`config.mk`:
```
export PLATFORM = sky130hd
export DESIGN_NAME = cpu_core
export DESIGN_NICKNAME = d
export VERILOG_FILES = /design/src/hw/cpu_pkg.sv /design/src/hw/bus_pkg.sv /design/src/hw/reg_file.sv /design/src/hw/fetch_unit.sv /design/src/hw/decoder.sv /design/src/hw/alu.sv /design/src/hw/load_store_unit.sv /design/src/hw/cpu_core.sv
export SDC_FILE = /design/constraint.sdc
export NUM_CORES = 2
export LEC_CHECK = 0
export BUFFER_PORTS_ARGS = -buffer_cell sky130_fd_sc_hd__clkbuf_2
export CAP_MARGIN = 25
export CORE_UTILIZATION = 59
export CTS_BUF_LIST = sky130_fd_sc_hd__clkbuf_2 sky130_fd_sc_hd__clkbuf_4 sky130_fd_sc_hd__clkbuf_8
export CTS_CLUSTER_DIAMETER = 50
export CTS_CLUSTER_SIZE = 24
export DETAILED_ROUTE_END_ITERATION = 10
export GPL_TIMING_DRIVEN = 0
export PLACE_DENSITY = 0.88
export SYNTH_ARGS = -nofsm -noshare
export SYNTH_HDL_FRONTEND = slang
export SYNTH_SLANG_ARGS = --single-unit
export TNS_END_PERCENT = 10
```
`constraint.sdc`:
```
create_clock -name clk -period 8.31 [get_ports clk]
set_input_delay 0.831 -clock clk [delete_from_list [all_inputs] [get_ports clk]]
set_output_delay 0.831 -clock clk [all_outputs]
set_load 0.05 [all_outputs]
```
`src/hw/cpu_pkg.sv`:
```
package cpu_pkg;

    typedef logic [31:0] word_t;
    typedef logic [4:0]  reg_addr_t;
    // instruction address, low two bits always zero
    typedef logic [31:0] pc_t;

    // major opcodes, inst[6:0]
    typedef enum logic [6:0] {
        opc_op     = 7'b0110011,
        opc_op_imm = 7'b0010011,
        opc_lui    = 7'b0110111,
        opc_load   = 7'b0000011,
        opc_store  = 7'b0100011,
        opc_branch = 7'b1100011,
        opc_jal    = 7'b1101111,
        opc_jalr   = 7'b1100111
    } opcode_t;

    typedef enum logic [3:0] {
        alu_add,
        alu_sub,
        alu_and,
        alu_or,
        alu_xor,
        alu_sll,
        alu_srl,
        alu_sra,
        alu_slt,
        alu_sltu
    } alu_op_t;

    typedef enum logic [2:0] {
        st_fetch,
        st_fetch_wait,
        st_decode,
        st_execute,
        st_execute_wait,
        st_write
    } core_state_t;

    // everything execute needs from one instruction
    typedef struct packed {
        logic       is_alu;
        logic       is_lui;
        logic       is_load;
        logic       is_store;
        logic       is_branch;
        logic       is_jal;
        logic       is_jalr;
        alu_op_t    alu_op;
        logic       use_imm;
        logic [2:0] funct3;
        reg_addr_t  rd;
        word_t      rs1_val;
        word_t      rs2_val;
        word_t      imm;
    } decoded_t;

    localparam pc_t reset_pc = 32'h0000_0000;

endpackage

```
`src/hw/bus_pkg.sv`:
```
package bus_pkg;

    // outstanding-request credits per port
    typedef logic [1:0] credit_t;

    // one-cycle request, valid high for exactly one cycle
    typedef struct packed {
        logic        valid;
        logic        write;
        logic [31:0] addr;
        logic [31:0] wdata;
        logic [3:0]  strb;
    } mem_req_t;

    // one response per request, also hands the credit back
    typedef struct packed {
        logic        valid;
        logic [31:0] rdata;
    } mem_rsp_t;

    localparam credit_t port_credits = 2'd1;

endpackage

```
`src/hw/reg_file.sv`:
```
`timescale 1ns/1ps

module reg_file (
    input  logic               clk,
    input  logic               rstn,
    input  logic               we,
    input  cpu_pkg::reg_addr_t rd,
    input  cpu_pkg::word_t     rd_val,
    input  cpu_pkg::reg_addr_t rs1,
    input  cpu_pkg::reg_addr_t rs2,
    output cpu_pkg::word_t     rs1_val,
    output cpu_pkg::word_t     rs2_val
);

    cpu_pkg::word_t regs [32];

    always_ff @(posedge clk) begin
        if (!rstn) begin
            for (int i = 0; i < 32; i++) begin
                regs[i] <= '0;
            end
        end else if (we && (rd != '0)) begin
            regs[rd] <= rd_val;
        end
    end

    // x0 is hardwired to zero
    assign rs1_val = (rs1 == '0) ? '0 : regs[rs1];
    assign rs2_val = (rs2 == '0) ? '0 : regs[rs2];

endmodule

```
`src/hw/fetch_unit.sv`:
```
`timescale 1ns/1ps

module fetch_unit (
    input  logic              clk,
    input  logic              rstn,
    input  logic              order,
    input  cpu_pkg::pc_t      pc,
    output logic              fetched,
    output cpu_pkg::word_t    inst,
    output bus_pkg::mem_req_t imem_req,
    input  bus_pkg::mem_rsp_t imem_rsp
);

    bus_pkg::credit_t credits;
    logic             issue;
    logic             req_valid;
    cpu_pkg::pc_t     req_addr;

    // credit is taken when the request is decided
    assign issue = order && (credits != '0);

    assign imem_req = '{valid: req_valid, write: 1'b0, addr: req_addr, wdata: '0, strb: '0};

    always_ff @(posedge clk) begin
        if (!rstn) begin
            credits   <= bus_pkg::port_credits;
            req_valid <= 1'b0;
            fetched   <= 1'b0;
        end else begin
            credits   <= credits - 2'(issue) + 2'(imem_rsp.valid);
            req_valid <= issue;
            fetched   <= imem_rsp.valid;
        end
    end

    always_ff @(posedge clk) begin
        if (issue) begin
            req_addr <= pc;
        end
        if (imem_rsp.valid) begin
            inst <= imem_rsp.rdata;
        end
    end

    // the core orders a fetch only after the previous one came back
    a_order_credit: assert property (@(posedge clk) disable iff (!rstn)
        order |-> credits != '0);

    a_fetch_aligned: assert property (@(posedge clk) disable iff (!rstn)
        imem_req.valid |-> imem_req.addr[1:0] == 2'b00);

endmodule

```
`src/hw/decoder.sv`:
```
`timescale 1ns/1ps

module decoder (
    input  cpu_pkg::word_t     inst,
    output cpu_pkg::reg_addr_t rs1,
    output cpu_pkg::reg_addr_t rs2,
    input  cpu_pkg::word_t     rs1_val,
    input  cpu_pkg::word_t     rs2_val,
    output cpu_pkg::decoded_t  dec
);

    cpu_pkg::opcode_t opcode;
    logic [2:0]       funct3;
    logic             f7b5;
    cpu_pkg::word_t   imm_i;
    cpu_pkg::word_t   imm_s;
    cpu_pkg::word_t   imm_b;
    cpu_pkg::word_t   imm_u;
    cpu_pkg::word_t   imm_j;

    // register form uses funct7 bit 5 for sub, immediate form does not
    function automatic cpu_pkg::alu_op_t map_alu(input logic [2:0] f3, input logic alt,
                                                 input logic reg_form);
        case (f3)
            3'b000:  map_alu = (alt && reg_form) ? cpu_pkg::alu_sub : cpu_pkg::alu_add;
            3'b001:  map_alu = cpu_pkg::alu_sll;
            3'b010:  map_alu = cpu_pkg::alu_slt;
            3'b011:  map_alu = cpu_pkg::alu_sltu;
            3'b100:  map_alu = cpu_pkg::alu_xor;
            3'b101:  map_alu = alt ? cpu_pkg::alu_sra : cpu_pkg::alu_srl;
            3'b110:  map_alu = cpu_pkg::alu_or;
            default: map_alu = cpu_pkg::alu_and;
        endcase
    endfunction

    assign opcode = cpu_pkg::opcode_t'(inst[6:0]);
    assign funct3 = inst[14:12];
    assign f7b5   = inst[30];
    assign rs1    = inst[19:15];
    assign rs2    = inst[24:20];

    assign imm_i = {{20{inst[31]}}, inst[31:20]};
    assign imm_s = {{20{inst[31]}}, inst[31:25], inst[11:7]};
    assign imm_b = {{19{inst[31]}}, inst[31], inst[7], inst[30:25], inst[11:8], 1'b0};
    assign imm_u = {inst[31:12], 12'b0};
    assign imm_j = {{11{inst[31]}}, inst[31], inst[19:12], inst[20], inst[30:21], 1'b0};

    always_comb begin
        dec         = '0;
        dec.alu_op  = cpu_pkg::alu_add;
        dec.funct3  = funct3;
        dec.rd      = inst[11:7];
        dec.rs1_val = rs1_val;
        dec.rs2_val = rs2_val;
        case (opcode)
            cpu_pkg::opc_op: begin
                dec.is_alu = 1'b1;
                dec.alu_op = map_alu(funct3, f7b5, 1'b1);
            end
            cpu_pkg::opc_op_imm: begin
                dec.is_alu  = 1'b1;
                dec.use_imm = 1'b1;
                dec.alu_op  = map_alu(funct3, f7b5, 1'b0);
                dec.imm     = imm_i;
            end
            cpu_pkg::opc_lui: begin
                dec.is_lui = 1'b1;
                dec.imm    = imm_u;
            end
            cpu_pkg::opc_load: begin
                dec.is_load = 1'b1;
                dec.imm     = imm_i;
            end
            cpu_pkg::opc_store: begin
                dec.is_store = 1'b1;
                dec.imm      = imm_s;
            end
            cpu_pkg::opc_branch: begin
                dec.is_branch = 1'b1;
                dec.imm       = imm_b;
            end
            cpu_pkg::opc_jal: begin
                dec.is_jal = 1'b1;
                dec.imm    = imm_j;
            end
            cpu_pkg::opc_jalr: begin
                dec.is_jalr = 1'b1;
                dec.imm     = imm_i;
            end
            // unknown opcode falls through as a no-op
            default: ;
        endcase
    end

endmodule

```
`src/hw/alu.sv`:
```
`timescale 1ns/1ps

module alu (
    input  cpu_pkg::alu_op_t op,
    input  cpu_pkg::word_t   a,
    input  cpu_pkg::word_t   b,
    input  logic [2:0]       funct3,
    output cpu_pkg::word_t   result,
    output logic             branch_taken
);

    logic [4:0] shamt;

    assign shamt = b[4:0];

    always_comb begin
        case (op)
            cpu_pkg::alu_add:  result = a + b;
            cpu_pkg::alu_sub:  result = a - b;
            cpu_pkg::alu_and:  result = a & b;
            cpu_pkg::alu_or:   result = a | b;
            cpu_pkg::alu_xor:  result = a ^ b;
            cpu_pkg::alu_sll:  result = a << shamt;
            cpu_pkg::alu_srl:  result = a >> shamt;
            cpu_pkg::alu_sra:  result = $signed(a) >>> shamt;
            cpu_pkg::alu_slt:  result = {31'b0, $signed(a) < $signed(b)};
            cpu_pkg::alu_sltu: result = {31'b0, a < b};
            default:           result = '0;
        endcase
    end

    // beq, bne, blt, bge
    always_comb begin
        case (funct3)
            3'b000:  branch_taken = (a == b);
            3'b001:  branch_taken = (a != b);
            3'b100:  branch_taken = ($signed(a) < $signed(b));
            3'b101:  branch_taken = ($signed(a) >= $signed(b));
            default: branch_taken = 1'b0;
        endcase
    end

endmodule

```
`src/hw/load_store_unit.sv`:
```
`timescale 1ns/1ps

module load_store_unit (
    input  logic              clk,
    input  logic              rstn,
    input  logic              order,
    input  cpu_pkg::decoded_t dec,
    output logic              done,
    output cpu_pkg::word_t    load_val,
    output bus_pkg::mem_req_t dmem_req,
    input  bus_pkg::mem_rsp_t dmem_rsp
);

    bus_pkg::credit_t  credits;
    logic              issue;
    cpu_pkg::word_t    addr;
    cpu_pkg::word_t    wdata;
    logic [3:0]        strb;
    bus_pkg::mem_req_t req_q;
    logic [7:0]        load_byte;

    assign issue = order && (credits != '0);
    assign addr  = dec.rs1_val + dec.imm;

    always_comb begin
        if (dec.funct3 == 3'b000) begin
            // sb, byte copied to every lane
            strb  = 4'b0001 << addr[1:0];
            wdata = {4{dec.rs2_val[7:0]}};
        end else begin
            strb  = 4'b1111;
            wdata = dec.rs2_val;
        end
        if (!dec.is_store) begin
            strb = 4'b0000;
        end
    end

    assign dmem_req  = req_q;
    assign load_byte = dmem_rsp.rdata[{req_q.addr[1:0], 3'b000} +: 8];

    always_ff @(posedge clk) begin
        if (!rstn) begin
            credits     <= bus_pkg::port_credits;
            req_q.valid <= 1'b0;
            done        <= 1'b0;
        end else begin
            credits     <= credits - 2'(issue) + 2'(dmem_rsp.valid);
            req_q.valid <= issue;
            done        <= dmem_rsp.valid;
        end
        if (issue) begin
            req_q.write <= dec.is_store;
            req_q.addr  <= addr;
            req_q.wdata <= wdata;
            req_q.strb  <= strb;
        end
    end

    // lbu zero-extends, lw passes the word
    always_ff @(posedge clk) begin
        if (dmem_rsp.valid) begin
            load_val <= (dec.funct3 == 3'b100) ? {24'b0, load_byte} : dmem_rsp.rdata;
        end
    end

    a_word_aligned: assert property (@(posedge clk) disable iff (!rstn)
        dmem_req.valid && dec.funct3 == 3'b010 |-> dmem_req.addr[1:0] == 2'b00);

    // the core waits for done before it can order again
    a_order_credit: assert property (@(posedge clk) disable iff (!rstn)
        order |-> credits != '0);

endmodule

```
`src/hw/cpu_core.sv`:
```
`timescale 1ns/1ps

module cpu_core (
    input  logic              clk,
    input  logic              rstn,
    output bus_pkg::mem_req_t imem_req,
    input  bus_pkg::mem_rsp_t imem_rsp,
    output bus_pkg::mem_req_t dmem_req,
    input  bus_pkg::mem_rsp_t dmem_rsp
);

    cpu_pkg::core_state_t state;
    cpu_pkg::pc_t         pc;

    // fetch to decode
    cpu_pkg::word_t       inst_fd;
    cpu_pkg::pc_t         pc_fd;
    // decode to execute
    cpu_pkg::decoded_t    dec_d;
    cpu_pkg::decoded_t    dec_de;
    cpu_pkg::pc_t         pc_de;
    // execute to write
    logic                 write_ew;
    cpu_pkg::reg_addr_t   rd_ew;
    cpu_pkg::word_t       d_rd_ew;
    cpu_pkg::pc_t         next_pc_ew;

    logic                 fetch_order;
    logic                 fetched;
    cpu_pkg::word_t       inst_f;
    cpu_pkg::reg_addr_t   rs1_addr;
    cpu_pkg::reg_addr_t   rs2_addr;
    cpu_pkg::word_t       rs1_val;
    cpu_pkg::word_t       rs2_val;
    cpu_pkg::word_t       alu_b;
    cpu_pkg::word_t       alu_result;
    logic                 branch_taken;
    logic                 is_mem;
    logic                 lsu_order;
    logic                 lsu_done;
    cpu_pkg::word_t       load_val;
    logic                 wb_en;
    cpu_pkg::word_t       wb_val;
    cpu_pkg::pc_t         pc_plus4;
    cpu_pkg::pc_t         next_pc;

    assign fetch_order = (state == cpu_pkg::st_fetch);
    assign is_mem      = dec_de.is_load || dec_de.is_store;
    assign lsu_order   = (state == cpu_pkg::st_execute) && is_mem;
    assign alu_b       = dec_de.use_imm ? dec_de.imm : dec_de.rs2_val;
    assign pc_plus4    = pc_de + 32'd4;
    assign wb_en       = dec_de.is_alu || dec_de.is_lui || dec_de.is_load
                      || dec_de.is_jal || dec_de.is_jalr;

    reg_file reg_file_i (
        .clk(clk), .rstn(rstn), .we((state == cpu_pkg::st_write) && write_ew),
        .rd(rd_ew), .rd_val(d_rd_ew), .rs1(rs1_addr), .rs2(rs2_addr),
        .rs1_val(rs1_val), .rs2_val(rs2_val));

    fetch_unit fetch_i (
        .clk(clk), .rstn(rstn), .order(fetch_order), .pc(pc), .fetched(fetched),
        .inst(inst_f), .imem_req(imem_req), .imem_rsp(imem_rsp));

    decoder decoder_i (
        .inst(inst_fd), .rs1(rs1_addr), .rs2(rs2_addr),
        .rs1_val(rs1_val), .rs2_val(rs2_val), .dec(dec_d));

    alu alu_i (
        .op(dec_de.alu_op), .a(dec_de.rs1_val), .b(alu_b), .funct3(dec_de.funct3),
        .result(alu_result), .branch_taken(branch_taken));

    load_store_unit lsu_i (
        .clk(clk), .rstn(rstn), .order(lsu_order), .dec(dec_de), .done(lsu_done),
        .load_val(load_val), .dmem_req(dmem_req), .dmem_rsp(dmem_rsp));

    // next pc and write-back value, used in execute
    always_comb begin
        next_pc = pc_plus4;
        wb_val  = alu_result;
        if (dec_de.is_branch && branch_taken) begin
            next_pc = pc_de + dec_de.imm;
        end
        if (dec_de.is_jal) begin
            next_pc = pc_de + dec_de.imm;
        end
        if (dec_de.is_jalr) begin
            next_pc = (dec_de.rs1_val + dec_de.imm) & ~32'd1;
        end
        if (dec_de.is_lui) begin
            wb_val = dec_de.imm;
        end
        if (dec_de.is_jal || dec_de.is_jalr) begin
            wb_val = pc_plus4;
        end
    end

    always_ff @(posedge clk) begin
        if (!rstn) begin
            state    <= cpu_pkg::st_fetch;
            pc       <= cpu_pkg::reset_pc;
            write_ew <= 1'b0;
        end else begin
            case (state)
                cpu_pkg::st_fetch: state <= cpu_pkg::st_fetch_wait;
                cpu_pkg::st_fetch_wait: begin
                    if (fetched) begin
                        state <= cpu_pkg::st_decode;
                    end
                end
                cpu_pkg::st_decode: state <= cpu_pkg::st_execute;
                cpu_pkg::st_execute: begin
                    write_ew <= wb_en;
                    state    <= is_mem ? cpu_pkg::st_execute_wait : cpu_pkg::st_write;
                end
                cpu_pkg::st_execute_wait: begin
                    if (lsu_done) begin
                        state <= cpu_pkg::st_write;
                    end
                end
                cpu_pkg::st_write: begin
                    pc    <= {next_pc_ew[31:2], 2'b00};
                    state <= cpu_pkg::st_fetch;
                end
                default: state <= cpu_pkg::st_fetch;
            endcase
        end
    end

    // stage registers
    always_ff @(posedge clk) begin
        if ((state == cpu_pkg::st_fetch_wait) && fetched) begin
            inst_fd <= inst_f;
            pc_fd   <= pc;
        end
        if (state == cpu_pkg::st_decode) begin
            dec_de <= dec_d;
            pc_de  <= pc_fd;
        end
        if (state == cpu_pkg::st_execute) begin
            rd_ew      <= dec_de.rd;
            d_rd_ew    <= wb_val;
            next_pc_ew <= next_pc;
        end
        if ((state == cpu_pkg::st_execute_wait) && lsu_done && dec_de.is_load) begin
            d_rd_ew <= load_val;
        end
    end

    a_state_legal: assert property (@(posedge clk) disable iff (!rstn)
        state inside {cpu_pkg::st_fetch, cpu_pkg::st_fetch_wait, cpu_pkg::st_decode,
                      cpu_pkg::st_execute, cpu_pkg::st_execute_wait, cpu_pkg::st_write});

endmodule

```
==> results.json <==
{
  "fin_area_um2": 94200,
  "clock_sinks": 1504,
  "netlist.top_cell.by_area": "edfxtp_1",
  "reg2reg_to": "d_rd_ew[25]",
  "grt_antenna_before_repair": 45,
  "grtUsageMet3_pct": 21.1,
  "grt_pass1_vias": 63600,
  "hpwl_um": 259000,
  "cp_common_cell": "clkbuf_1",
  "cts_root_buf": "clkbuf_8",
  "async_flop_share_pct": 0,
  "required_ps": 8900,
  "hold_viol_final": 0,
  "arrival_ps": 8240,
  "path_cells": "mux2i_1, clkbuf_1, clkbuf_1, buf_1, ha_1, buf_2, nand4_1, and3_1, nor4b_1, o2111ai_1, a2111oi_0, nor4_1, or3_1, a221oi_1",
  "first_pass_iters": 11,
  "fmax_mhz": 131,
  "die_y_um": 381,
  "clock-skew-final_ps": 158,
  "yosys-top-cells-area": "edfxtp_1 (52%), mux4_2 (18%), and2_1 (7.6%), mux2i_1 (2.6%), ha_1 (2.4%)",
  "cts_buffer_depth": 3,
  "crit_type": "reg2reg",
  "cpMaxStageDelayCell": "a221oi_1",
  "path_max_fanout": 11,
  "cts_setup_buffers": 0,
  "cts_buffers": 114,
  "pwr_density_cell_nw_per_um2": 163,
  "drc_errors": 2,
  "drv_cap": 1,
  "startpoint": "dec_de[36]",
  "min_period_ps": 7650,
  "h-tree-depth": 3,
  "cts_resized": 0,
  "synthCells": 6317,
  "clkTransAtPathRegs_ps": 150,
  "final_nets": 7047,
  "min_path_type": "in2reg",
  "violations": "DRC, capacitance limit, slew limit",
  "timing.critical_path.buf_inv": 4,
  "avgSynthCellArea_um2": 13.4,
  "gr-usage-met1_pct": 53.1,
  "gp_routability_congestion": 1.10,
  "fill_cells": 9468,
  "vias_per_cell": 7.57,
  "routedWlPerCell_um": 40.7,
  "fin_crit_sh_pct": 92.1,
  "crit_cells": 14,
  "max_slew_margin_pct": -16.5,
  "post_route_cells_drive_above_1_share_pct": 19.8,
  "start_util_pct": 59.7,
  "dr_total_vias": 66900,
  "vdd_drop_max_uv": 191,
  "boundaryPins": 208,
  "multi_input_area_um2": 38000,
  "areaGrowthSynthToFinish_pct": 10.9,
  "cpLargestDelayFamily": "compound AO/OA/AOI/OAI gates",
  "grt_usage_pct": 48.3,
  "grt_pass1_wl_um": 484000,
  "yosysSeqAreaShare_pct": 52.7,
  "first_iter_violations": 13700,
  "setup_slack_ps": 660,
  "status": "finished, violations left",
  "grtUsageMet2_pct": 69.9,
  "dieArea_um2": 146000,
  "worst_setup_path_end_kind": "flip-flop",
  "dpl_cell_area_um2": 90400,
  "slew_viol_final": 9,
  "synth.distinct_cells": 102,
  "cp_slowest_stage_delay_ps": 960,
  "yosys_warnings": 0,
  "synth_top_area_share_pct": 51.7,
  "rsz0062_at_grt": "no",
  "clkLatencyLatePin_ps": 1000,
  "worstRegToRegCells": 14,
  "synth_edf_count": 1462,
  "worst-r2r-setup-slack_ps": 660,
  "finalSetupViolCount": 0,
  "crit_end": "d_rd_ew[25]",
  "syn-cell-area_um2": 85000,
  "grt_max_degree": 41,
  "start_kind": "flip-flop",
  "fp.dieW_um": 381,
  "overflow": 0,
  "tightest_slew_ps": 1750,
  "cts_tree": "yes",
  "io_buffer_count": 168,
  "core_um2": 142000,
  "yosys_register_bits": 1504,
  "ctsHoldBuffers": 0,
  "timing.rr.start": "dec_de[36]",
  "grt_most_used_layer": "met2",
  "power_leakage_nw": 34.6,
  "place_ws_ps": 1370,
  "seq_area_um2": 44700,
  "ant_nets": 0,
  "routed_wl_um": 359000,
  "ys.flop_type": "edfxtp_1",
  "placementRows": 138
}
==> synth_stat cells, drive strengths merged, types with 23 or more instances <==
cell and count:
edfxtp 1462, and2 1029, mux4 665, clkbuf 418, nand2 363, nor2 324
a21oi 258, mux2i 224, o21ai 209, ha 164, buf 148, inv 121
nand3 78, a21o 69, xnor2 59, nor3 51, dfxtp 42, a31oi 39
a211oi 35, a221oi 35, o211ai 35, xor2 32, nand4 31, nand2b 27
and3 24, mux2 23, o22ai 23
==> logic make-up (layout without fill, tap and decap cells) <==
group / after synthesis / after routing / share of synthesized area (%)
buffers and inverters: 690 / 1215 / 3.35
muxes: 912 / 912 / 20.6
AOI/OAI and AO/OA: 910 / 910 / 6.98
and+or+nand+nor: 2041 / 2041 / 12.9
xor gates and xnor gates: 91 / 91 / 0.938
adders and majority gates: 168 / 168 / 2.51
DFF: 1504 / 1504 / 52.7
other: 1 / 103 / 0.00441
==> area by class of cell <==
| class | count | share of cell area [%] |
|---|---|---|
| Multi-Input combinational cell | 4193 | 40.4 |
| Clock buffer | 119 | 1.72 |
| Buffer | 566 | 2.53 |
| Timing Repair Buffer | 308 | 3.40 |
| Antenna cell | 32 | 0.0850 |
| Sequential cell | 1504 | 47.5 |
| Tap cell | 1890 | 2.51 |
| Clock inverter | 98 | 1.42 |
| Inverter | 124 | 0.497 |
==> stage by stage <==
stage	hold WS, ps	total power (W)	instances	utilization, %	TNS, ps
after detailed placement	405	0.0106	8532	63.5	0
after floorplan	400	0.00985	6387	-	0
after global placement	402	0.0105	8445	62.2	-191790
after global routing	43.4	0.0156	8818	66.2	0
after CTS	47.9	0.0151	8749	65.6	0
final	38.7	0.0154	8834	66.2	0
==> power breakdown <==
group / leakage (nW) / switching, W / total (W) / internal [W]
combinational: 18.1 / 0.00117 / 0.00179 / 0.000624
sequential: 15.0 / 0.000222 / 0.00880 / 0.00858
clock: 1.45 / 0.00307 / 0.00482 / 0.00174
==> placed cells by master (no fill, tap or decap), types with 23 or more instances in the layout <==
cell type     n
edfxtp_1   1462
and2_1     1029
mux4_2      664
clkbuf_1    416
nand2_1     363
nor2_1      320
a21oi_1     256
mux2i_1     221
o21ai_0     172
clkbuf_2    169
ha_1        164
inv_1       119
clkbuf_8    116
nand3_1      78
buf_1        76
buf_8        71
conb_1       71
a21o_1       69
xnor2_1      59
nor3_1       49
buf_4        47
dfxtp_1      42
a31oi_1      39
a211oi_1     35
a221oi_1     33
o211ai_1     33
diode_2      32
xor2_1       32
nand4_1      31
o21ai_4      31
clkinv_8     29
buf_12       27
nand2b_1     26
and3_1       24
buf_6        23
buf_2        23
o22ai_1      23
mux2_2       23
==> worst reg2reg max path: cells and delay by family, from the launching register on <==
family	cells	cell delay (ps)
AO/OA/AOI/OAI	3	2070
buffers and inverters	4	2060
adder cells (fa/ha/maj)	1	300
multiplexers	1	550
flip-flops	1	640
AND/OR/NAND/NOR	5	1680
==> flip-flops by register name, indices dropped and copies added (netlist names), 5 cells and up <==
name,count
d_rd_ew,32
dec_de,116
fetch_i.inst,32
fetch_i.req_addr,30
inst_fd,32
lsu_i.dmem_req,70
lsu_i.load_val,32
next_pc_ew,30
pc,30
pc_de,30
pc_fd,30
rd_ew,5
reg_file_i.regs,1024
==> layer usage <==
layer / share of wire [%] / vias to the layer above
met5: 0.22 / -
met4: 13 / 47
met3: 16 / 2510
met2: 42 / 7439
met1: 29 / 31800
li1: - / 25100
==> worst min-delay path by stage <==
stage	startpoint	endpoint	depth (start not counted)
after floorplan	fetch_i.inst[0]	inst_fd[0]	0
after global placement	fetch_i.inst[8]	inst_fd[8]	0
after detailed placement	fetch_i.inst[7]	inst_fd[7]	0
after CTS	imem_rsp[9]	fetch_i.inst[9]	1
after global routing	imem_rsp[9]	fetch_i.inst[9]	1
final	imem_rsp[9]	fetch_i.inst[9]	1
No activity file was read; power rests on OpenSTA's default activity.
